===== config.mk =====
export PLATFORM = sky130hd
export DESIGN_NAME = fp80_mant_div_flat
export DESIGN_NICKNAME = d
export VERILOG_FILES = /design/src/fp80_pkg.sv /design/src/mdu_pkg.sv /design/src/fp80_ifs.sv /design/src/fp80_mant_div.sv /design/src/flat_wrapper.sv
export SDC_FILE = /design/constraint.sdc
export NUM_CORES = 1
export LEC_CHECK = 0
export BUFFER_PORTS_ARGS = -buffer_cell sky130_fd_sc_hd__buf_2
export CAP_MARGIN = 30
export CORE_MARGIN = 1
export CORE_UTILIZATION = 56
export DETAILED_ROUTE_END_ITERATION = 8
export PLACE_DENSITY = 0.86
export SLEW_MARGIN = 20
export SYNTH_ARGS = -nofsm -noshare
export SYNTH_HDL_FRONTEND = slang
export SYNTH_SLANG_ARGS = --single-unit

===== constraint.sdc =====
create_clock -name clk -period 5.6 [get_ports clk]
set_input_delay 0.56 -clock clk [delete_from_list [all_inputs] [get_ports clk]]
set_output_delay 0.56 -clock clk [all_outputs]
set_load 0.02 [all_outputs]

===== src/fp80_pkg.sv =====
// Number format of the 80-bit extended float; imported by every datapath and the top level
package fp80_pkg;

    // ====================
    // Field widths
    // ====================
    localparam int FP_W = 80;
    localparam int EXP_W = 15;
    // Explicit integer bit plus 63 fraction bits
    localparam int MANT_W = 64;

    // Exponent encodings
    localparam logic [EXP_W-1:0] EXP_BIAS = 15'd16383;
    localparam logic [EXP_W-1:0] EXP_MAX = 15'h7FFF;

    // ====================
    // Working value sizes
    // ====================
    // Signed, wide enough for sums and differences of two exponents
    localparam int WEXP_W = 17;
    // Mantissa plus guard, round and sticky
    localparam int WMANT_W = 67;
    // Quotient bits, one integer bit included
    localparam int DIV_STEPS = WMANT_W + 1;

    // Integer bit alone, the infinity mantissa
    localparam logic [MANT_W-1:0] INF_MANT = 64'h8000_0000_0000_0000;
    // Integer bit and top fraction bit set
    localparam logic [MANT_W-1:0] QNAN_MANT = 64'hC000_0000_0000_0000;

    typedef struct packed {
        logic              sign;
        logic [EXP_W-1:0]  exp;
        logic [MANT_W-1:0] mant;
    } fp80_t;

    // Positive quiet NaN returned by every invalid operation
    localparam fp80_t DEFAULT_NAN = {1'b0, EXP_MAX, QNAN_MANT};

endpackage


===== src/mdu_pkg.sv =====
// Control encodings of the multiply/divide unit; imported by the FSM, rounder and top level
package mdu_pkg;

    // Operation select
    typedef enum logic {
        OP_MUL = 1'b0,
        OP_DIV = 1'b1
    } mdu_op_e;

    // Rounding modes, nearest is ties to even
    typedef enum logic [1:0] {
        RM_NEAREST = 2'd0,
        RM_DOWN    = 2'd1,
        RM_UP      = 2'd2,
        RM_ZERO    = 2'd3
    } round_mode_e;

    // Control FSM states
    typedef enum logic [2:0] {
        S_IDLE,
        S_CHECK,
        S_MUL,
        S_DIV,
        S_ROUND
    } mdu_state_e;

endpackage


===== src/fp80_ifs.sv =====
// Operand and working-value bundles between the control FSM and the datapaths
interface fp_operands_if
    import fp80_pkg::*, mdu_pkg::*;
();
    // Latched by control, stable until done
    fp80_t   a;
    fp80_t   b;
    mdu_op_e op;

    modport src (output a, b, op);
    modport dst (input a, b, op);
endinterface

interface fp_work_if
    import fp80_pkg::*;
();
    // One-cycle strobe
    logic                     valid;
    logic                     sign;
    logic signed [WEXP_W-1:0] wexp;
    // Bit 66 is the integer bit, bits 2..0 guard, round, sticky
    logic [WMANT_W-1:0]       wmant;

    modport prod (output valid, sign, wexp, wmant);
    modport cons (input valid, sign, wexp, wmant);
endinterface


===== src/fp80_mant_div.sv =====
// Restoring mantissa divider, one quotient bit per cycle; start pulse in, strobed result out
module fp80_mant_div
    import fp80_pkg::*;
(
    input  logic       clk,
    input  logic       reset,
    input  logic       start_i,
    fp_operands_if.dst ops,
    fp_work_if.prod    work
);

    logic [MANT_W:0]          rem_q;
    logic [DIV_STEPS-1:0]     quo_q;
    logic [6:0]               cnt_q;
    logic                     fin_q;
    logic                     sign_q;
    logic signed [WEXP_W-1:0] exp_q;
    logic [MANT_W:0]          diff;
    logic                     fits;

    // Trial subtraction against the divisor mantissa
    assign diff = rem_q - {1'b0, ops.b.mant};
    assign fits = (rem_q >= {1'b0, ops.b.mant});

    // ====================
    // Iteration datapath
    // ====================
    always_ff @(posedge clk) begin
        if (start_i) begin
            rem_q <= {1'b0, ops.a.mant};
            sign_q <= ops.a.sign ^ ops.b.sign;
            exp_q <= $signed({2'b00, ops.a.exp}) - $signed({2'b00, ops.b.exp})
                     + $signed({2'b00, EXP_BIAS});
        end else if (cnt_q != '0) begin
            // Remainder stays below the divisor, so bit 64 is free before the shift
            quo_q <= {quo_q[DIV_STEPS-2:0], fits};
            rem_q <= fits ? {diff[MANT_W-1:0], 1'b0} : {rem_q[MANT_W-1:0], 1'b0};
        end
    end

    // Quotient in (0.5,2): shift by one if the integer bit is clear
    always_ff @(posedge clk) begin
        if (fin_q) begin
            work.sign <= sign_q;
            if (quo_q[DIV_STEPS-1]) begin
                work.wmant <= {quo_q[67:2], (|quo_q[1:0]) | (|rem_q)};
                work.wexp <= exp_q;
            end else begin
                work.wmant <= {quo_q[66:1], quo_q[0] | (|rem_q)};
                work.wexp <= exp_q - WEXP_W'(1);
            end
        end
    end

    // Iteration counter and strobes
    always_ff @(posedge clk or posedge reset) begin
        if (reset) begin
            cnt_q <= '0;
            fin_q <= 1'b0;
            work.valid <= 1'b0;
        end else begin
            if (start_i) begin
                cnt_q <= 7'(DIV_STEPS);
            end else if (cnt_q != '0) begin
                cnt_q <= cnt_q - 7'd1;
            end
            fin_q <= (cnt_q == 7'd1);
            work.valid <= fin_q;
        end
    end

endmodule


===== src/flat_wrapper.sv =====
// flat-port wrapper written by rule: the top's interface ports become plain ports
module fp80_mant_div_flat import fp80_pkg::*;
  (clk, reset, start_i, ops_a, ops_b, ops_op, work_valid, work_sign, work_wexp, work_wmant);
  fp_operands_if ops_i ();
  fp_work_if work_i ();
  input  logic clk;
  input  logic reset;
  input  logic start_i;
  input wire logic [$bits(ops_i.a)-1:0] ops_a;
  input wire logic [$bits(ops_i.b)-1:0] ops_b;
  input wire logic [$bits(ops_i.op)-1:0] ops_op;
  output wire logic [$bits(work_i.valid)-1:0] work_valid;
  output wire logic [$bits(work_i.sign)-1:0] work_sign;
  output wire logic [$bits(work_i.wexp)-1:0] work_wexp;
  output wire logic [$bits(work_i.wmant)-1:0] work_wmant;
  assign ops_i.a = ops_a;
  assign ops_i.b = ops_b;
  assign ops_i.op = ops_op;
  assign work_valid = work_i.valid;
  assign work_sign = work_i.sign;
  assign work_wexp = work_i.wexp;
  assign work_wmant = work_i.wmant;
  fp80_mant_div u_core (.clk(clk), .reset(reset), .start_i(start_i), .ops(ops_i), .work(work_i));
endmodule

==> metrics <==
EDFF count, synth=235; largest net degree at the start of global routing=88; fraction of layout cells with a size suffix above 1=23.6%; relative slew slack=40.3%; clock sink total=245; VDD IR max=0.336 mV; Mean Syn Cell Area=10.5 um^2; Die H=168 um; setup TNS=0 ns; Worst path max stage delay=0.51 ns; Worst EP arrival=4.17 ns; Final #Nets=1,923; status=finished, final reports clean; Ports=250; first-pass GRT wire length=61.3 mm; largest family of logic cells by synthesized area=compound AO/OA/AOI/OAI gates; vias in the first global route=11,774; Synth area leaders=edfxtp_1 (46%), ha_1 (6.7%), mux2_2 (4.9%); Mapped Nets=1,709; Synth top area share=45.8%; Highest Clock Rate=255 MHz; drt total wl=38.8 mm; Setup violations, final=0; worst-margin pin slew=0.896 ns; hold depth=2; critical path class=reg2reg; Worst Setup End Kind=flip-flop; Synth Area in Adders=7.01%; Final min period=3.91 ns; vias=12,316; Final Cell Area=17,700 um^2; total track usage=27.1%; Post-Synth XOR/XNOR Area=5.69%; CTS Buf Count=26; placed inst area=16,800 um^2; slowest CP cell=a2111oi_2; CTS tree=yes; mux cell area share after synthesis=6.14%; GPL Wtd Cong=0.938; Synth Register Bits=245; Clk Tree Root Cell=clkbuf_16; Cell variety after synth=94; warning count from the yosys run=0; Compound-Gate Fraction of Synth Area=15.1%; post-synthesis sequential area ratio=47.4%; CP max FO=74; Area growth, synth to finish=15.2%; Clk pin slew, worst setup/hold paths=0.06 ns; Starting DRT DRC Count=1,141; RSZ-0062 raised after global routing=false; CTS resizes=0; initial antenna violation count=9; total power=8.32 mW; ANT nets after route=0; Syn Inst Count=1,460; CP Data Required Time=5.85 ns; Final Hold Fails=0; Mapped Area=15,400 um^2; period utilization=69.9%; static leakage=7.26 nW; FF-to-FF path depth=12; vias per cell=6.03; Detail Placement HPWL=28.1 mm; die area=28,200 um^2; I/O Buffers=248; site row count=60; WL/cell=19.0 um; predominant post-synthesis flop cell=edfxtp_1; max-slew violations=0; Core Footprint=27,000 um^2; clock buffer depth=3; Worst Skew=0.0160 ns; grt ovf=0; worst-skew pair later-pin latency=0.54 ns; area leader, netlist=edfxtp_1; async set-reset flop share out of synthesis=3.67%; startpoint types=flip-flop; Simple-Gate Fraction of Synth Area=13.4%; # H-tree levels=1; max_cap viols=0; Pwr Density=469 nW/um^2; DR pass1 iterations=5; Die Width=168 um; CP cell instances=ha_1, nand2_1, o21ai_0, o211ai_1, a2111oi_2, nor3_2, a21oi_4, a31oi_2, o21a_4, buf_16, nor3_1, a221oi_2; hold crit path type=in2reg; DRC Markers=0; Initial Util=57.1%; fill count=2,060
==> critical path: cells and delay by family (launching register included) <==
kind            cells  cell delay [ns]
simple gates        3             0.59
buf+inv             1             0.22
compound gates      7             1.77
flops               1             0.47
fa+ha+maj           1             0.50
==> layout by cell type (no fill, tap or decap), drive strengths merged, types with 11 or more instances in the layout <==
cell type	count
a21o	16
a21oi	113
a31oi	11
and2	14
buf	255
clkbuf	33
edfxtp	235
ha	83
inv	118
mux2	67
mux2i	19
nand2	123
nand2b	13
nand3	63
nand4	25
nor2	72
nor3	32
nor4	27
o211ai	12
o21a	18
o21ai	66
o21bai	14
o311ai	35
xnor2	52
xor2	48
==> cell families after synthesis <==
| logic type | after synthesis |
|---|---|
| and+or+nand+nor | 415 |
| buffers and inverters | 187 |
| xor gates and xnor gates | 100 |
| muxes | 86 |
| adders and majority gates | 85 |
| AOI/OAI and AO/OA | 342 |
| DFF | 245 |
==> sequential cells by signal, summed over array words and instances, names as in the netlist <==
register	flops
u_core.fin_q	1
u_core.work.sign	1
u_core.cnt_q	7
u_core.rem_q	65
u_core.quo_q	68
u_core.work.wexp	17
u_core.exp_q	17
u_core.work.wmant	67
u_core.work.valid	1
u_core.sign_q	1
==> area by class of cell <==
| cell class | count | area [um^2] | share of cell area [%] |
|---|---|---|---|
| multi-input combinational | 1028 | 7300 | 41.2 |
| clock inverter | 14 | 208 | 1.17 |
| inverter | 117 | 444 | 2.50 |
| clock buffer | 33 | 677 | 3.82 |
| timing repair buffer | 256 | 1350 | 7.59 |
| antenna | 10 | 25.0 | 0.141 |
| tap | 341 | 427 | 2.41 |
| sequential | 245 | 7310 | 41.2 |
==> timing repair <==
action | 4_1_cts | 5_1_grt
buffers inserted | 0 | 0
endpoints found under the hold margin | 9 | 0
hold buffers | 1 | 0
==> per-layer routing <==
metal  wire (um)  GRT usage [%]  part of all wire, %
met5          27              0                0.070
met1       17000           37.7                   44
met4        1310           9.61                  3.4
met2       18000           44.0                   46
met3        2500           3.29                  6.4
==> path summary, 6_finish.rpt <==
path / start / end / slack (ns)
min: ops_a[0] / u_core.rem_q[0]$_SDFFCE_PN0P_ / 0.30
max in group asynchronous: reset / u_core.fin_q$_DFF_PP0_ / 4.78
max: u_core.rem_q[11]$_DFFE_PP_ / u_core.rem_q[28]$_DFFE_PP_ / 1.69
max reg2reg: u_core.rem_q[11]$_DFFE_PP_ / u_core.rem_q[28]$_DFFE_PP_ / 1.69
min in group asynchronous: reset / u_core.cnt_q[6]$_DFFE_PP0P_ / 0.53
min reg2reg: u_core.sign_q$_DFFE_PP_ / u_core.work.sign$_DFFE_PP_ / 0.42
==> stage by stage <==
step | cells | setup WS, ns | util (%) | hold slack [ns]
floorplan | 1460 | 1.11 | - | 0.388
finish | 2044 | 1.69 | 65.8 | 0.300
global route | 2040 | 1.54 | 65.8 | 0.302
detailed placement | 1984 | 1.15 | 62.2 | 0.405
global placement | 1984 | 1.19 | 62.2 | 0.404
CTS | 2032 | 1.40 | 65.5 | 0.284
==> report_power, final <==
part	internal, mW	switching (mW)	total, mW	leakage, nW
sequential	2.45	0.319	2.77	2.42
clock	1.09	0.721	1.81	0.427
combinational	1.51	2.24	3.75	4.41
total	5.04	3.28	8.32	7.26
==> synthesized netlist by cell type, types with 6 or more instances <==
| cell type | number |
|---|---|
| clkbuf_1 | 41 |
| ha_1 | 83 |
| o31ai_1 | 6 |
| o21a_1 | 17 |
| o311ai_0 | 15 |
| nand4_1 | 24 |
| nor2_1 | 72 |
| xor2_1 | 48 |
| edfxtp_1 | 235 |
| nor2b_1 | 9 |
| o21ai_0 | 63 |
| nand3_1 | 63 |
| o311ai_1 | 20 |
| nand2b_1 | 13 |
| nor4_1 | 27 |
| xnor2_1 | 52 |
| o211ai_1 | 11 |
| inv_1 | 115 |
| a31oi_1 | 9 |
| a21oi_2 | 6 |
| and2_1 | 13 |
| dfrtp_1 | 9 |
| a21o_1 | 16 |
| nand2_1 | 122 |
| buf_2 | 11 |
| buf_6 | 8 |
| nor3_1 | 30 |
| mux2_2 | 67 |
| o21bai_1 | 14 |
| mux2i_1 | 19 |
| a21oi_1 | 106 |
(Power assumes the default switching activity.)
