<file path="src/fp80_pkg.sv">
// Number format of the 80-bit extended float; imported by every datapath and the top level
package fp80_pkg;

    // ====================
    // Field widths
    // ====================
    localparam int FP_W = 80;
    localparam int EXP_W = 15;
    // Explicit integer bit plus 63 fraction bits
    localparam int MANT_W = 64;

    // Exponent encodings
    localparam logic [EXP_W-1:0] EXP_BIAS = 15'd16383;
    localparam logic [EXP_W-1:0] EXP_MAX = 15'h7FFF;

    // ====================
    // Working value sizes
    // ====================
    // Signed, wide enough for sums and differences of two exponents
    localparam int WEXP_W = 17;
    // Mantissa plus guard, round and sticky
    localparam int WMANT_W = 67;
    // Quotient bits, one integer bit included
    localparam int DIV_STEPS = WMANT_W + 1;

    // Integer bit alone, the infinity mantissa
    localparam logic [MANT_W-1:0] INF_MANT = 64'h8000_0000_0000_0000;
    // Integer bit and top fraction bit set
    localparam logic [MANT_W-1:0] QNAN_MANT = 64'hC000_0000_0000_0000;

    typedef struct packed {
        logic              sign;
        logic [EXP_W-1:0]  exp;
        logic [MANT_W-1:0] mant;
    } fp80_t;

    // Positive quiet NaN returned by every invalid operation
    localparam fp80_t DEFAULT_NAN = {1'b0, EXP_MAX, QNAN_MANT};

endpackage

</file>
<file path="src/mdu_pkg.sv">
// Control encodings of the multiply/divide unit; imported by the FSM, rounder and top level
package mdu_pkg;

    // Operation select
    typedef enum logic {
        OP_MUL = 1'b0,
        OP_DIV = 1'b1
    } mdu_op_e;

    // Rounding modes, nearest is ties to even
    typedef enum logic [1:0] {
        RM_NEAREST = 2'd0,
        RM_DOWN    = 2'd1,
        RM_UP      = 2'd2,
        RM_ZERO    = 2'd3
    } round_mode_e;

    // Control FSM states
    typedef enum logic [2:0] {
        S_IDLE,
        S_CHECK,
        S_MUL,
        S_DIV,
        S_ROUND
    } mdu_state_e;

endpackage

</file>
<file path="src/fp80_ifs.sv">
// Operand and working-value bundles between the control FSM and the datapaths
interface fp_operands_if
    import fp80_pkg::*, mdu_pkg::*;
();
    // Latched by control, stable until done
    fp80_t   a;
    fp80_t   b;
    mdu_op_e op;

    modport src (output a, b, op);
    modport dst (input a, b, op);
endinterface


</file>
<file path="src/fp80_special_case.sv">
// Operand classification and special-value results; combinational, sampled by control in check
module fp80_special_case
    import fp80_pkg::*, mdu_pkg::*;
(
    fp_operands_if.dst ops,
    output logic       special_hit_o,
    output fp80_t      special_result_o,
    output logic       special_invalid_o,
    output logic       special_dbz_o
);

    logic a_zero, a_inf, a_nan;
    logic b_zero, b_inf, b_nan;
    logic sign_x;
    fp80_t inf_word;
    fp80_t zero_word;

    // Returns {zero, inf, nan}
    function automatic logic [2:0] classify(input fp80_t v);
        logic all_ones;
        all_ones = (v.exp == EXP_MAX);
        return {(v.exp == '0) && (v.mant == '0),
                all_ones && (v.mant == INF_MANT),
                all_ones && (v.mant != INF_MANT)};
    endfunction

    assign {a_zero, a_inf, a_nan} = classify(ops.a);
    assign {b_zero, b_inf, b_nan} = classify(ops.b);

    // Infinity and zero results carry the sign product
    assign sign_x = ops.a.sign ^ ops.b.sign;
    assign inf_word = {sign_x, EXP_MAX, INF_MANT};
    assign zero_word = {sign_x, {(FP_W-1){1'b0}}};

    always_comb begin
        special_hit_o = 1'b1;
        special_invalid_o = 1'b0;
        special_dbz_o = 1'b0;
        special_result_o = zero_word;
        // NaN in, NaN out, first in priority
        if (a_nan || b_nan) begin
            special_result_o = DEFAULT_NAN;
            special_invalid_o = 1'b1;
        end else if (ops.op == OP_MUL) begin
            if ((a_zero && b_inf) || (a_inf && b_zero)) begin
                special_result_o = DEFAULT_NAN;
                special_invalid_o = 1'b1;
            end else if (a_inf || b_inf) begin
                special_result_o = inf_word;
            end else if (!(a_zero || b_zero)) begin
                special_hit_o = 1'b0;
            end
        end else begin
            if ((a_zero && b_zero) || (a_inf && b_inf)) begin
                special_result_o = DEFAULT_NAN;
                special_invalid_o = 1'b1;
            end else if (b_zero) begin
                special_result_o = inf_word;
                special_dbz_o = 1'b1;
            end else if (a_inf) begin
                special_result_o = inf_word;
            end else if (!(a_zero || b_inf)) begin
                // Finite over finite goes to the divider
                special_hit_o = 1'b0;
            end
        end
    end

endmodule

</file>
<file path="src/flat_wrapper.sv">
// flat-port wrapper written by rule: the top's interface ports become plain ports
module fp80_special_case_flat import fp80_pkg::*, mdu_pkg::*;
  (special_hit_o, special_result_o, special_invalid_o, special_dbz_o, ops_a, ops_b, ops_op);
  fp_operands_if ops_i ();
  output logic special_hit_o;
  output fp80_t special_result_o;
  output logic special_invalid_o;
  output logic special_dbz_o;
  input wire logic [$bits(ops_i.a)-1:0] ops_a;
  input wire logic [$bits(ops_i.b)-1:0] ops_b;
  input wire logic [$bits(ops_i.op)-1:0] ops_op;
  assign ops_i.a = ops_a;
  assign ops_i.b = ops_b;
  assign ops_i.op = ops_op;
  fp80_special_case u_core (.ops(ops_i), .special_hit_o(special_hit_o), .special_result_o(special_result_o), .special_invalid_o(special_invalid_o), .special_dbz_o(special_dbz_o));
endmodule
</file>
<file path="config.mk">
export PLATFORM = sky130hd
export DESIGN_NAME = fp80_special_case_flat
export DESIGN_NICKNAME = d
export VERILOG_FILES = /design/src/fp80_pkg.sv /design/src/mdu_pkg.sv /design/src/fp80_ifs.sv /design/src/fp80_special_case.sv /design/src/flat_wrapper.sv
export SDC_FILE = /design/constraint.sdc
export NUM_CORES = 1
export LEC_CHECK = 0
export ABC_CLOCK_PERIOD_IN_PS = 4200
export BUFFER_PORTS_ARGS = -buffer_cell sky130_fd_sc_hd__buf_2
export CAP_MARGIN = 25
export CORE_AREA = 3 3 93 95
export DETAILED_ROUTE_END_ITERATION = 10
export DIE_AREA = 0 0 96 98
export SYNTH_ARGS = -nofsm -noshare
export SYNTH_HDL_FRONTEND = slang
export SYNTH_SLANG_ARGS = --single-unit
export TNS_END_PERCENT = 10
</file>
<file path="constraint.sdc">
create_clock -name vclk -period 4.2
set_input_delay 1.05 -clock vclk [all_inputs]
set_output_delay 1.05 -clock vclk [all_outputs]
set_load 0.01 [all_outputs]
</file>
==> report_table.html <==
<table>
<tr><th>Metric</th><th>Value</th></tr>
<tr><th colspan="2">Layout</th></tr>
<tr><td>Fraction of final layout cells sized beyond drive strength 1</td><td>58.10%</td></tr>
<tr><td>Final instance count without filler cells</td><td>429</td></tr>
<tr><td>Final-stage net count</td><td>490</td></tr>
<tr><td>Number of flip-flops and latches</td><td>0</td></tr>
<tr><td>Filler cells</td><td>893</td></tr>
<tr><td>Storage cell area</td><td>0 µm²</td></tr>
<tr><td>Number of clock-tree buffers in the layout</td><td>0</td></tr>
<tr><td>Signed area change from the synthesized netlist to the final layout</td><td>60.96%</td></tr>
<tr><td>Number of inserted diodes</td><td>0</td></tr>
<tr><th colspan="2">Die</th></tr>
<tr><td>Std-Cell Rows</td><td>32</td></tr>
<tr><td>Placeable Area</td><td>0.007807 mm²</td></tr>
<tr><td># IOs</td><td>244</td></tr>
<tr><td>Die Width</td><td>96 µm</td></tr>
<tr><td>Initial cell density of the core</td><td>14.70%</td></tr>
<tr><td>Floorplan die height</td><td>98 µm</td></tr>
<tr><td>Total Die Area</td><td>0.009408 mm²</td></tr>
<tr><th colspan="2">Logic synthesis</th></tr>
<tr><td>Simple logic cell fraction of the synthesized area</td><td>41.88%</td></tr>
<tr><td>Area contributors post-synth</td><td>buf_4 (51%), nor4_1 (21%), nand4_1 (7.6%)</td></tr>
<tr><td>Number of distinct standard cells referenced by the synthesized netlist</td><td>21</td></tr>
<tr><td>Compound-cell area share of the yosys netlist</td><td>5.344%</td></tr>
<tr><td>Multiplexer fraction of the synthesized cell area</td><td>0%</td></tr>
<tr><td>Number of cells produced by synthesis</td><td>161</td></tr>
<tr><td>Most instantiated library cell after synthesis</td><td>buf_4</td></tr>
<tr><td>Post-Synthesis Cell Area</td><td>0.001147 mm²</td></tr>
<tr><td>Fraction of the yosys area taken by sequential cells</td><td>0%</td></tr>
<tr><td>Post-synthesis adder-cell area fraction</td><td>0%</td></tr>
<tr><td>Most instantiated cells after synthesis</td><td>buf_4 (78), nor4_1 (38), nand4_1 (14)</td></tr>
<tr><td>Mean cell area of the mapped netlist</td><td>7.126 µm²</td></tr>
<tr><td>Synth Warn #</td><td>0</td></tr>
<tr><td>Area fraction of the dominant cell type after synthesis</td><td>51.04%</td></tr>
<tr><td>Synth Area in XOR/XNOR</td><td>0.7634%</td></tr>
<tr><td>Largest family of logic cells by synthesized area</td><td>buffers and inverters</td></tr>
<tr><td>Synth area leader</td><td>buf_4</td></tr>
<tr><th colspan="2">STA</th></tr>
<tr><td>Final setup violation count</td><td>0</td></tr>
<tr><td>Maximum clock frequency</td><td>0.2519 GHz</td></tr>
<tr><td>Final hold vios</td><td>0</td></tr>
<tr><td>Sum of negative setup slack</td><td>0 ns</td></tr>
<tr><td>Minimum setup slack in the final design</td><td>0.2308 ns</td></tr>
<tr><td>Final period util</td><td>94.50%</td></tr>
<tr><td>RSZ-0062 raised after global routing</td><td>no</td></tr>
<tr><td>Slew Limit Fails</td><td>0</td></tr>
<tr><td>Post-layout min period</td><td>3.969 ns</td></tr>
<tr><th colspan="2">Critical path</th></tr>
<tr><td>Class of the most critical setup path</td><td>in -&gt; out</td></tr>
<tr><td>Kind of end point of the critical path</td><td>output port</td></tr>
<tr><td>Startpoint class of the critical path</td><td>input port</td></tr>
<tr><td>Arrival time at the worst endpoint</td><td>2.92 ns</td></tr>
<tr><td>Top fanout value on the critical path</td><td>16</td></tr>
<tr><td>Data required time of the critical path</td><td>3.15 ns</td></tr>
<tr><th colspan="2">Global route</th></tr>
<tr><td>Maximum number of pins on one net before global-route repair</td><td>17</td></tr>
<tr><td>First-pass GRT wire length</td><td>6196 µm</td></tr>
<tr><td>Antenna violations before repair</td><td>0</td></tr>
<tr><td>Gr ovfl total</td><td>0</td></tr>
<tr><td>Via count of the first global-routing pass</td><td>1480</td></tr>
<tr><td>Global-route usage over all layers</td><td>7.801%</td></tr>
<tr><th colspan="2">Status</th></tr>
<tr><td>Run status</td><td>finished, final reports clean</td></tr>
<tr><th colspan="2">Placement</th></tr>
<tr><td>GP Congestion</td><td>0.8137</td></tr>
<tr><td>Placed Cells incl. Taps</td><td>429</td></tr>
<tr><td>Number of port buffers</td><td>182</td></tr>
<tr><td>HPWL after DPL</td><td>4444 µm</td></tr>
<tr><td>Pre-CTS setup slack</td><td>0.1327 ns</td></tr>
<tr><th colspan="2">Detailed routing</th></tr>
<tr><td>Iteration count of the initial detailed-routing pass</td><td>4</td></tr>
<tr><td>Via/cell ratio</td><td>3.937</td></tr>
<tr><td>WL final</td><td>4589 µm</td></tr>
<tr><td>Number of antenna-violating nets in the routed design</td><td>0</td></tr>
<tr><td>Total DRC errors in the routed layout</td><td>0</td></tr>
<tr><td>DRT iter0 DRCs</td><td>23</td></tr>
<tr><td>Routed via count</td><td>1689</td></tr>
<tr><td>Post-DR wirelength/cell</td><td>10.70 µm</td></tr>
<tr><th colspan="2">Job</th></tr>
<tr><td>Number of violations of the max-capacitance limit</td><td>0</td></tr>
<tr><th colspan="2">Power and ir drop</th></tr>
<tr><td>Leakage power summed over all cells</td><td>1.088 nW</td></tr>
<tr><td>Worst voltage drop across the vdd grid</td><td>0.00001833 V</td></tr>
<tr><td>Power density relative to cell area</td><td>66.13 mW/mm²</td></tr>
<tr><th colspan="2">Hold path</th></tr>
<tr><td>Class of the most critical hold timing path</td><td>in -&gt; out</td></tr>
</table>
==> power by group <==
| part | switching [mW] | internal [mW] | total [mW] |
|---|---|---|---|
| registers | 0 | 0 | 0 |
| logic | 0.0608 | 0.0613 | 0.122 |
| clock network | 0 | 0 | 0 |
==> cell usage in the layout (no fill, tap or decap), drive strengths merged <==
cell / instances
a221o: 1
a22oi: 1
a41oi: 1
and4: 3
buf: 183
conb: 62
inv: 2
nand2: 4
nand3: 6
nand4: 14
nor2: 1
nor3: 2
nor4: 42
o211a: 1
o21a: 1
o21ai: 1
o221a: 1
xor2: 1
==> path summary, 6_finish.rpt <==
path | startpoint | end | cells after the start
min | ops_op | special_dbz_o | 3
max | ops_b[0] | special_result_o[76] | 7
==> metrics by stage <==
step	hold slack, ns	util [%]	area [µm²]	total power [mW]
6_report	2.481	23.65	1847	0.1221
2_1_floorplan	2.258	-	1376	0.08138
3_5_place_dp	2.483	23.53	1837	0.1208
3_3_place_gp	2.489	23.53	1837	0.1192
4_1_cts	2.484	23.53	1837	0.1212
5_1_grt	2.516	23.65	1847	0.1369
==> repair_timing <==
item | CTS | global route
hold buffers | 0 | 0
buffers inserted | 0 | 0
setup endpoints to repair | 0 | 19
gates resized for setup | 0 | 2
==> layout make-up <==
| cell class | instances | area [µm²] | share of cell area [%] |
|---|---|---|---|
| Multi-Input combinational cell | 142 | 793.3 | 42.95 |
| Tap cell | 102 | 127.6 | 6.911 |
| Inverter | 2 | 7.507 | 0.4065 |
| Timing Repair Buffer | 183 | 918.4 | 49.73 |
==> kinds of logic after synthesis <==
kind of cell | after synthesis
AOI/OAI and AO/OA | 7
buffers and inverters | 80
and+or+nand+nor | 72
other | 1
xor gates and xnor gates | 1
==> routing by layer <==
layer	share of wire (%)	vias to the layer above	global-route usage (%)
li1	-	815	-
met1	30	733	7.454
met2	55	139	17.53
met3	14	2	0.4622
met4	0.28	0	0.5470
met5	0	-	0
==> worst max-delay path: stages <==
cell	delay (ns)
buf_2	0.10
nor4_1	0.30
nand4_1	0.21
nor4_4	0.47
nand3_1	0.12
a221o_2	0.50
buf_2	0.18
Note: power is estimated with default switching activity, not from simulation.
