## config.mk

```make
export PLATFORM = sky130hd
export DESIGN_NAME = fp80_round_pack_flat
export DESIGN_NICKNAME = d
export VERILOG_FILES = /design/src/fp80_pkg.sv /design/src/mdu_pkg.sv /design/src/fp80_ifs.sv /design/src/fp80_round_pack.sv /design/src/flat_wrapper.sv
export SDC_FILE = /design/constraint.sdc
export NUM_CORES = 1
export LEC_CHECK = 0
export ABC_AREA = 1
export ABC_CLOCK_PERIOD_IN_PS = 4600
export BUFFER_PORTS_ARGS = -buffer_cell sky130_fd_sc_hd__buf_2
export CAP_MARGIN = 30
export CORE_ASPECT_RATIO = 1.25
export CORE_MARGIN = 4
export CORE_UTILIZATION = 50
export DETAILED_ROUTE_END_ITERATION = 7
export GPL_TIMING_DRIVEN = 0
export PLACE_DENSITY = 0.85
export SKIP_LAST_GASP = 1
export SYNTH_ARGS = -nofsm -noshare
export SYNTH_HDL_FRONTEND = slang
export SYNTH_SLANG_ARGS = --single-unit
```

## constraint.sdc

```tcl
create_clock -name vclk -period 4.6
set_clock_uncertainty 0.2 [all_clocks]
set_input_delay 0.46 -clock vclk [all_inputs]
set_output_delay 0.46 -clock vclk [all_outputs]
set_load 0.1 [all_outputs]
```

## src/fp80_pkg.sv

```systemverilog
// Number format of the 80-bit extended float; imported by every datapath and the top level
package fp80_pkg;

    // ====================
    // Field widths
    // ====================
    localparam int FP_W = 80;
    localparam int EXP_W = 15;
    // Explicit integer bit plus 63 fraction bits
    localparam int MANT_W = 64;

    // Exponent encodings
    localparam logic [EXP_W-1:0] EXP_BIAS = 15'd16383;
    localparam logic [EXP_W-1:0] EXP_MAX = 15'h7FFF;

    // ====================
    // Working value sizes
    // ====================
    // Signed, wide enough for sums and differences of two exponents
    localparam int WEXP_W = 17;
    // Mantissa plus guard, round and sticky
    localparam int WMANT_W = 67;
    // Quotient bits, one integer bit included
    localparam int DIV_STEPS = WMANT_W + 1;

    // Integer bit alone, the infinity mantissa
    localparam logic [MANT_W-1:0] INF_MANT = 64'h8000_0000_0000_0000;
    // Integer bit and top fraction bit set
    localparam logic [MANT_W-1:0] QNAN_MANT = 64'hC000_0000_0000_0000;

    typedef struct packed {
        logic              sign;
        logic [EXP_W-1:0]  exp;
        logic [MANT_W-1:0] mant;
    } fp80_t;

    // Positive quiet NaN returned by every invalid operation
    localparam fp80_t DEFAULT_NAN = {1'b0, EXP_MAX, QNAN_MANT};

endpackage

```

## src/mdu_pkg.sv

```systemverilog
// Control encodings of the multiply/divide unit; imported by the FSM, rounder and top level
package mdu_pkg;

    // Operation select
    typedef enum logic {
        OP_MUL = 1'b0,
        OP_DIV = 1'b1
    } mdu_op_e;

    // Rounding modes, nearest is ties to even
    typedef enum logic [1:0] {
        RM_NEAREST = 2'd0,
        RM_DOWN    = 2'd1,
        RM_UP      = 2'd2,
        RM_ZERO    = 2'd3
    } round_mode_e;

    // Control FSM states
    typedef enum logic [2:0] {
        S_IDLE,
        S_CHECK,
        S_MUL,
        S_DIV,
        S_ROUND
    } mdu_state_e;

endpackage

```

## src/fp80_ifs.sv

```systemverilog


interface fp_work_if
    import fp80_pkg::*;
();
    // One-cycle strobe
    logic                     valid;
    logic                     sign;
    logic signed [WEXP_W-1:0] wexp;
    // Bit 66 is the integer bit, bits 2..0 guard, round, sticky
    logic [WMANT_W-1:0]       wmant;

    modport prod (output valid, sign, wexp, wmant);
    modport cons (input valid, sign, wexp, wmant);
endinterface

```

## src/fp80_round_pack.sv

```systemverilog
// Rounding, range check and packing of a working value; combinational, registered by control
module fp80_round_pack
    import fp80_pkg::*, mdu_pkg::*;
(
    input  round_mode_e round_mode_i,
    fp_work_if.cons     work,
    output fp80_t       result_o,
    output logic        overflow_o,
    output logic        underflow_o,
    output logic        inexact_o
);

    logic [MANT_W-1:0]        kept;
    logic                     guard;
    logic                     round_b;
    logic                     sticky;
    logic                     dropped;
    logic                     inc;
    logic [MANT_W:0]          sum;
    logic [MANT_W-1:0]        mant_r;
    logic signed [WEXP_W-1:0] exp_r;

    // Split off guard, round and sticky
    assign kept = work.wmant[WMANT_W-1:3];
    assign guard = work.wmant[2];
    assign round_b = work.wmant[1];
    assign sticky = work.wmant[0];
    assign dropped = guard | round_b | sticky;

    // Increment decision per mode
    always_comb begin
        case (round_mode_i)
            RM_NEAREST: inc = guard & (round_b | sticky | kept[0]);
            RM_DOWN:    inc = work.sign & dropped;
            RM_UP:      inc = ~work.sign & dropped;
            // Toward zero truncates
            default:    inc = 1'b0;
        endcase
    end

    // Carry out of all ones renormalizes to 1.0
    assign sum = {1'b0, kept} + {{MANT_W{1'b0}}, inc};
    assign mant_r = sum[MANT_W] ? sum[MANT_W:1] : sum[MANT_W-1:0];
    assign exp_r = sum[MANT_W] ? work.wexp + WEXP_W'(1) : work.wexp;

    // ====================
    // Range check and pack
    // ====================
    always_comb begin
        overflow_o = 1'b0;
        underflow_o = 1'b0;
        if (exp_r >= $signed({2'b00, EXP_MAX})) begin
            result_o = {work.sign, EXP_MAX, INF_MANT};
            overflow_o = work.valid;
        end else if (exp_r < 1) begin
            // No denormals, flush to signed zero
            result_o = {work.sign, {(FP_W-1){1'b0}}};
            underflow_o = work.valid;
        end else begin
            result_o = {work.sign, exp_r[EXP_W-1:0], mant_r};
        end
    end

    assign inexact_o = work.valid & dropped;

endmodule

```

## src/flat_wrapper.sv

```systemverilog
// flat-port wrapper written by rule: the top's interface ports become plain ports
module fp80_round_pack_flat import fp80_pkg::*, mdu_pkg::*;
  (round_mode_i, result_o, overflow_o, underflow_o, inexact_o, work_valid, work_sign, work_wexp, work_wmant);
  fp_work_if work_i ();
  input  round_mode_e round_mode_i;
  output fp80_t result_o;
  output logic overflow_o;
  output logic underflow_o;
  output logic inexact_o;
  input wire logic [$bits(work_i.valid)-1:0] work_valid;
  input wire logic [$bits(work_i.sign)-1:0] work_sign;
  input wire logic [$bits(work_i.wexp)-1:0] work_wexp;
  input wire logic [$bits(work_i.wmant)-1:0] work_wmant;
  assign work_i.valid = work_valid;
  assign work_i.sign = work_sign;
  assign work_i.wexp = work_wexp;
  assign work_i.wmant = work_wmant;
  fp80_round_pack u_core (.round_mode_i(round_mode_i), .work(work_i), .result_o(result_o), .overflow_o(overflow_o), .underflow_o(underflow_o), .inexact_o(inexact_o));
endmodule
```

==> out/qor.txt, run 1 <==
run status = stopped before the end
Failed at = 5_1_grt
Log Error = [ERROR GRT-0232] Routing congestion too high. Check the congestion heatmap in the GUI.
Synth Area in Compound Gates = 3.96%
GPL Wtd Cong = 1.02
Synth cell types = 33
post-synth top area share = 21.6%
Die X-Extent = 86.5 um
synthesized area = 3850 um^2
GRT overflow = 83
Post-Syn Nets = 903
simple-gate share of the synthesized area = 68.6%
placed instance count = 1072
# hold bufs at CTS = 0
biggest area consumer among synthesized cells = nand2_1
largest family of logic cells by synthesized area = simple AND/OR/NAND/NOR gates
sequential area share after synthesis = 0%
GRT worst endpoint = result_o[13]
Die H = 106 um
dpl hpwl = 13.6 mm
Initial Utilization = 51.8%
placed instance area = 5300 um^2
Syn Inst Count = 809
# IOs = 171
Total GRT Usage = 72.6%
synthesized area per cell = 4.76 um^2
Port Buffer Count = 171
num rows = 35
YS warnings = 0
synth top area cells = nand2_1 (22%), nor2_1 (20%), nand3_1 (15%), xor2_1 (10%), inv_1 (7.0%)
largest net degree at the start of global routing = 11
Synth Area in Adders = 1.95%
Worst EP kind = output port
post-synthesis mux area share = 0%
XOR/XNOR share of the synthesized area = 13.2%
-- per-stage QoR --
step	hold slack, ns	setup TNS (ns)	worst slack [ns]
after CTS	1.14	-0.120	-0.0192
after detailed placement	1.23	-78.59	-1.05
after floorplan	0.932	0	0.00276
after global placement	1.23	-74.21	-0.991
-- synth_stat cells (2+ instances only) --
master and number:
ha_1 6, nand3b_1 5, o21ai_0 10, xor2_1 44, buf_2 9, nand4_1 30
a31oi_1 2, or2_2 2, inv_2 2, nand2_1 222, xnor2_1 14, a21oi_1 9
buf_6 8, and3_1 2, nand2_2 4, nor4_1 2, nor2_2 3, nor2_1 203
nand3_1 113, nor2_4 2, o21bai_1 2, clkbuf_1 12, nor3b_1 3, inv_1 72
nor3_1 20
-- kinds of logic after synthesis --
family	count (synthesis)
adders and majority gates	6
and+or+nand+nor	613
xor gates and xnor gates	58
buffers and inverters	106
AOI/OAI and AO/OA	26
-- metal layers --
metal | track usage, % | GRT overflow
met3 | 52.6 | 2
met1 | 67.5 | 4
met4 | 81.7 | 22
met5 | 10.9 | 2
met2 | 93.7 | 53
-- timing repair --
item | in CTS
resized for setup | 176
endpoints found under the setup margin | 81
buffers inserted | 5
pin swaps | 2
==> run 2: changes to the inputs <==
--- a/config.mk
+++ b/config.mk
@@ -9,12 +9,11 @@
 export ABC_CLOCK_PERIOD_IN_PS = 4600
 export BUFFER_PORTS_ARGS = -buffer_cell sky130_fd_sc_hd__buf_2
 export CAP_MARGIN = 30
-export CORE_ASPECT_RATIO = 1.25
 export CORE_MARGIN = 4
-export CORE_UTILIZATION = 50
+export CORE_UTILIZATION = 35
 export DETAILED_ROUTE_END_ITERATION = 7
 export GPL_TIMING_DRIVEN = 0
-export PLACE_DENSITY = 0.85
+export PLACE_DENSITY_LB_ADDON = 0.15
 export SKIP_LAST_GASP = 1
 export SYNTH_ARGS = -nofsm -noshare
 export SYNTH_HDL_FRONTEND = slang
==> out/qor.txt, run 2 <==
run status = complete, no violations
Synth cell types = 33
commonest non-fill, non-tap cells in the layout = nand2_1 (207), nor2_1 (127), nand3_1 (108), buf_2 (89), nor2_4 (73)
clock buf count = 0
Hold Path Class = in -> out
Commonest cells post-synth = nand2_1 (222), nor2_1 (203), nand3_1 (113)
final-report hold violation count = 0
maximum vdd drop = 0.117 mV
crit path kind = in -> out
YS warnings = 0
Startpoint Class = primary input
synth top area cells = nand2_1 (22%), nor2_1 (20%), nand3_1 (15%), xor2_1 (10%), inv_1 (7.0%)
residual DRC count = 0
# IOs = 171
initial antenna violation count = 3
final wirelength = 18.1 mm
area delta synth->final = 77.1%
Placement Setup Slack = -0.863 ns
synthesized area = 3850 um^2
Seq cells = 0
GPL Wtd Cong = 0.935
biggest area consumer among synthesized cells = nand2_1
critical path peak fanout = 9
Port Buffer Count = 171
sequential area share after synthesis = 0%
Worst Path Arrival = 3.87 ns
Total GRT Usage = 24.9%
routed vias = 6035
synthesized area per cell = 4.76 um^2
Syn Inst Count = 809
post-route setup slack = 0.0737 ns
Worst Tran Pin Value = 0.626 ns
placed instance count = 1121
Die H = 113 um
Die Footprint = 12800 um^2
Fmax = 0.221 GHz
# hold bufs at CTS = 0
average wire per standard cell = 15.5 um
Non-Filler Instances = 1167
Max Transition Viols Final = 0
Max Cap Viol = 0
Worst Setup SP = round_mode_i[0]
largest net degree at the start of global routing = 11
PwrDens = 116 nW/um^2
final net count = 1119
Post-Syn Nets = 903
unrepaired setup endpoints after global routing = true
GRT overflow = 0
first-pass GRT wire length = 26.7 mm
Worst Min Path Start = work_valid
Die X-Extent = 113 um
post-route minimum period = 4.53 ns
dpl hpwl = 13.7 mm
count leader, synth = nand2_1
drt pass-1 iters = 5
Req. time, crit path = 3.94 ns
sequential cell area = 0 um^2
Vias/cell = 5.17
num rows = 38
Antenna Nets Post-Route = 0
share of cells above drive strength 1 = 35.9%
commonest non-fill, non-tap cell in the layout = nand2_1
Final Cycle Share = 98.4%
Final setup viols = 0
post-synth top area share = 21.6%
crit end category = output port
number of global-route vias before repair = 5581
leakage = 3.17 nW
Initial Utilization = 35.7%
core area = 10800 um^2
Initial DRC Count = 464
Rel. slew slack = 58.0%
-- run 2: cell counts after synthesis --
Identical to the previous run, type by type.
-- run 2: what timing repair did --
action,4_1_cts,5_1_grt
gates cloned,3,11
setup endpoints to repair,81,81
resized for setup,147,137
pin swaps,9,28
setup buffers,11,18
-- run 2: layer usage --
layer	track usage [%]	wire (um)	up-vias
li1	-	-	3034
met1	31.0	7200	2773
met2	45.7	9290	198
met3	2.09	1110	30
met4	6.89	463	0
met5	0	0	-
-- run 2: path summary, 6_finish.rpt --
| path | to | cells after the start |
|---|---|---|
| setup / recovery | result_o[13] | 28 |
| hold / removal | underflow_o | 4 |
-- run 2: stage by stage --
step	cell area, um^2	util (%)	power, W	hold WS (ns)	setup TNS [ns]
after floorplan	4330	-	0.000529	0.932	0
after CTS	5960	55.3	0.000720	1.17	0
after detailed placement	5380	49.8	0.000670	1.23	-63.11
final	6830	63.2	0.000791	1.16	0
after global placement	5360	49.7	0.000669	1.23	-106.73
after global routing	6820	63.2	0.000833	1.20	-3.00
-- run 2: cells by family after synthesis --
| kind of cell | count (synthesis) | share of synthesized area, % |
|---|---|---|
| AND/OR/NAND/NOR | 613 | 68.6 |
| buffers and inverters | 106 | 12.3 |
| AO/OA/AOI/OAI | 26 | 3.96 |
| XOR/XNOR | 58 | 13.2 |
| adder cells (fa/ha/maj) | 6 | 1.95 |
-- run 2: area by class of cell --
| class | instances | area, um^2 |
|---|---|---|
| well taps | 140 | 175 |
| inverters | 76 | 298 |
| multi-input cells | 705 | 4110 |
| repair buffers | 213 | 1900 |
| fillers | 1068 | 3970 |
| diodes | 4 | 10.0 |
| plain buffers | 29 | 339 |
-- run 2: power by group --
group             internal, W        total, W  switching, W
logic                0.000238        0.000791      0.000553
clock network  0.000000000116  0.000000000117             0
registers                   0               0             0
-- run 2: worst max-delay path, cell delays in order --
cell and delay (ns):
buf_6 0.07, inv_2 0.04, ha_4 0.15, xnor2_1 0.11, nor2_1 0.10, nand2_1 0.07, a21oi_2 0.12, ha_2 0.22
ha_4 0.16, nand2_4 0.05, nor2_4 0.12, nand2_4 0.09, nor2_4 0.20, nand2_8 0.14, clkinv_8 0.08, nand2_4 0.07
buf_8 0.15, nor2_4 0.10, nor2_4 0.06, nor2_2 0.12, nand2_2 0.07, nor2_2 0.13, nand2_2 0.09, a21oi_4 0.27
clkbuf_16 0.24, clkbuf_16 0.17, nor2_4 0.03, buf_6 0.18
Note: power is estimated with default switching activity, not from simulation.
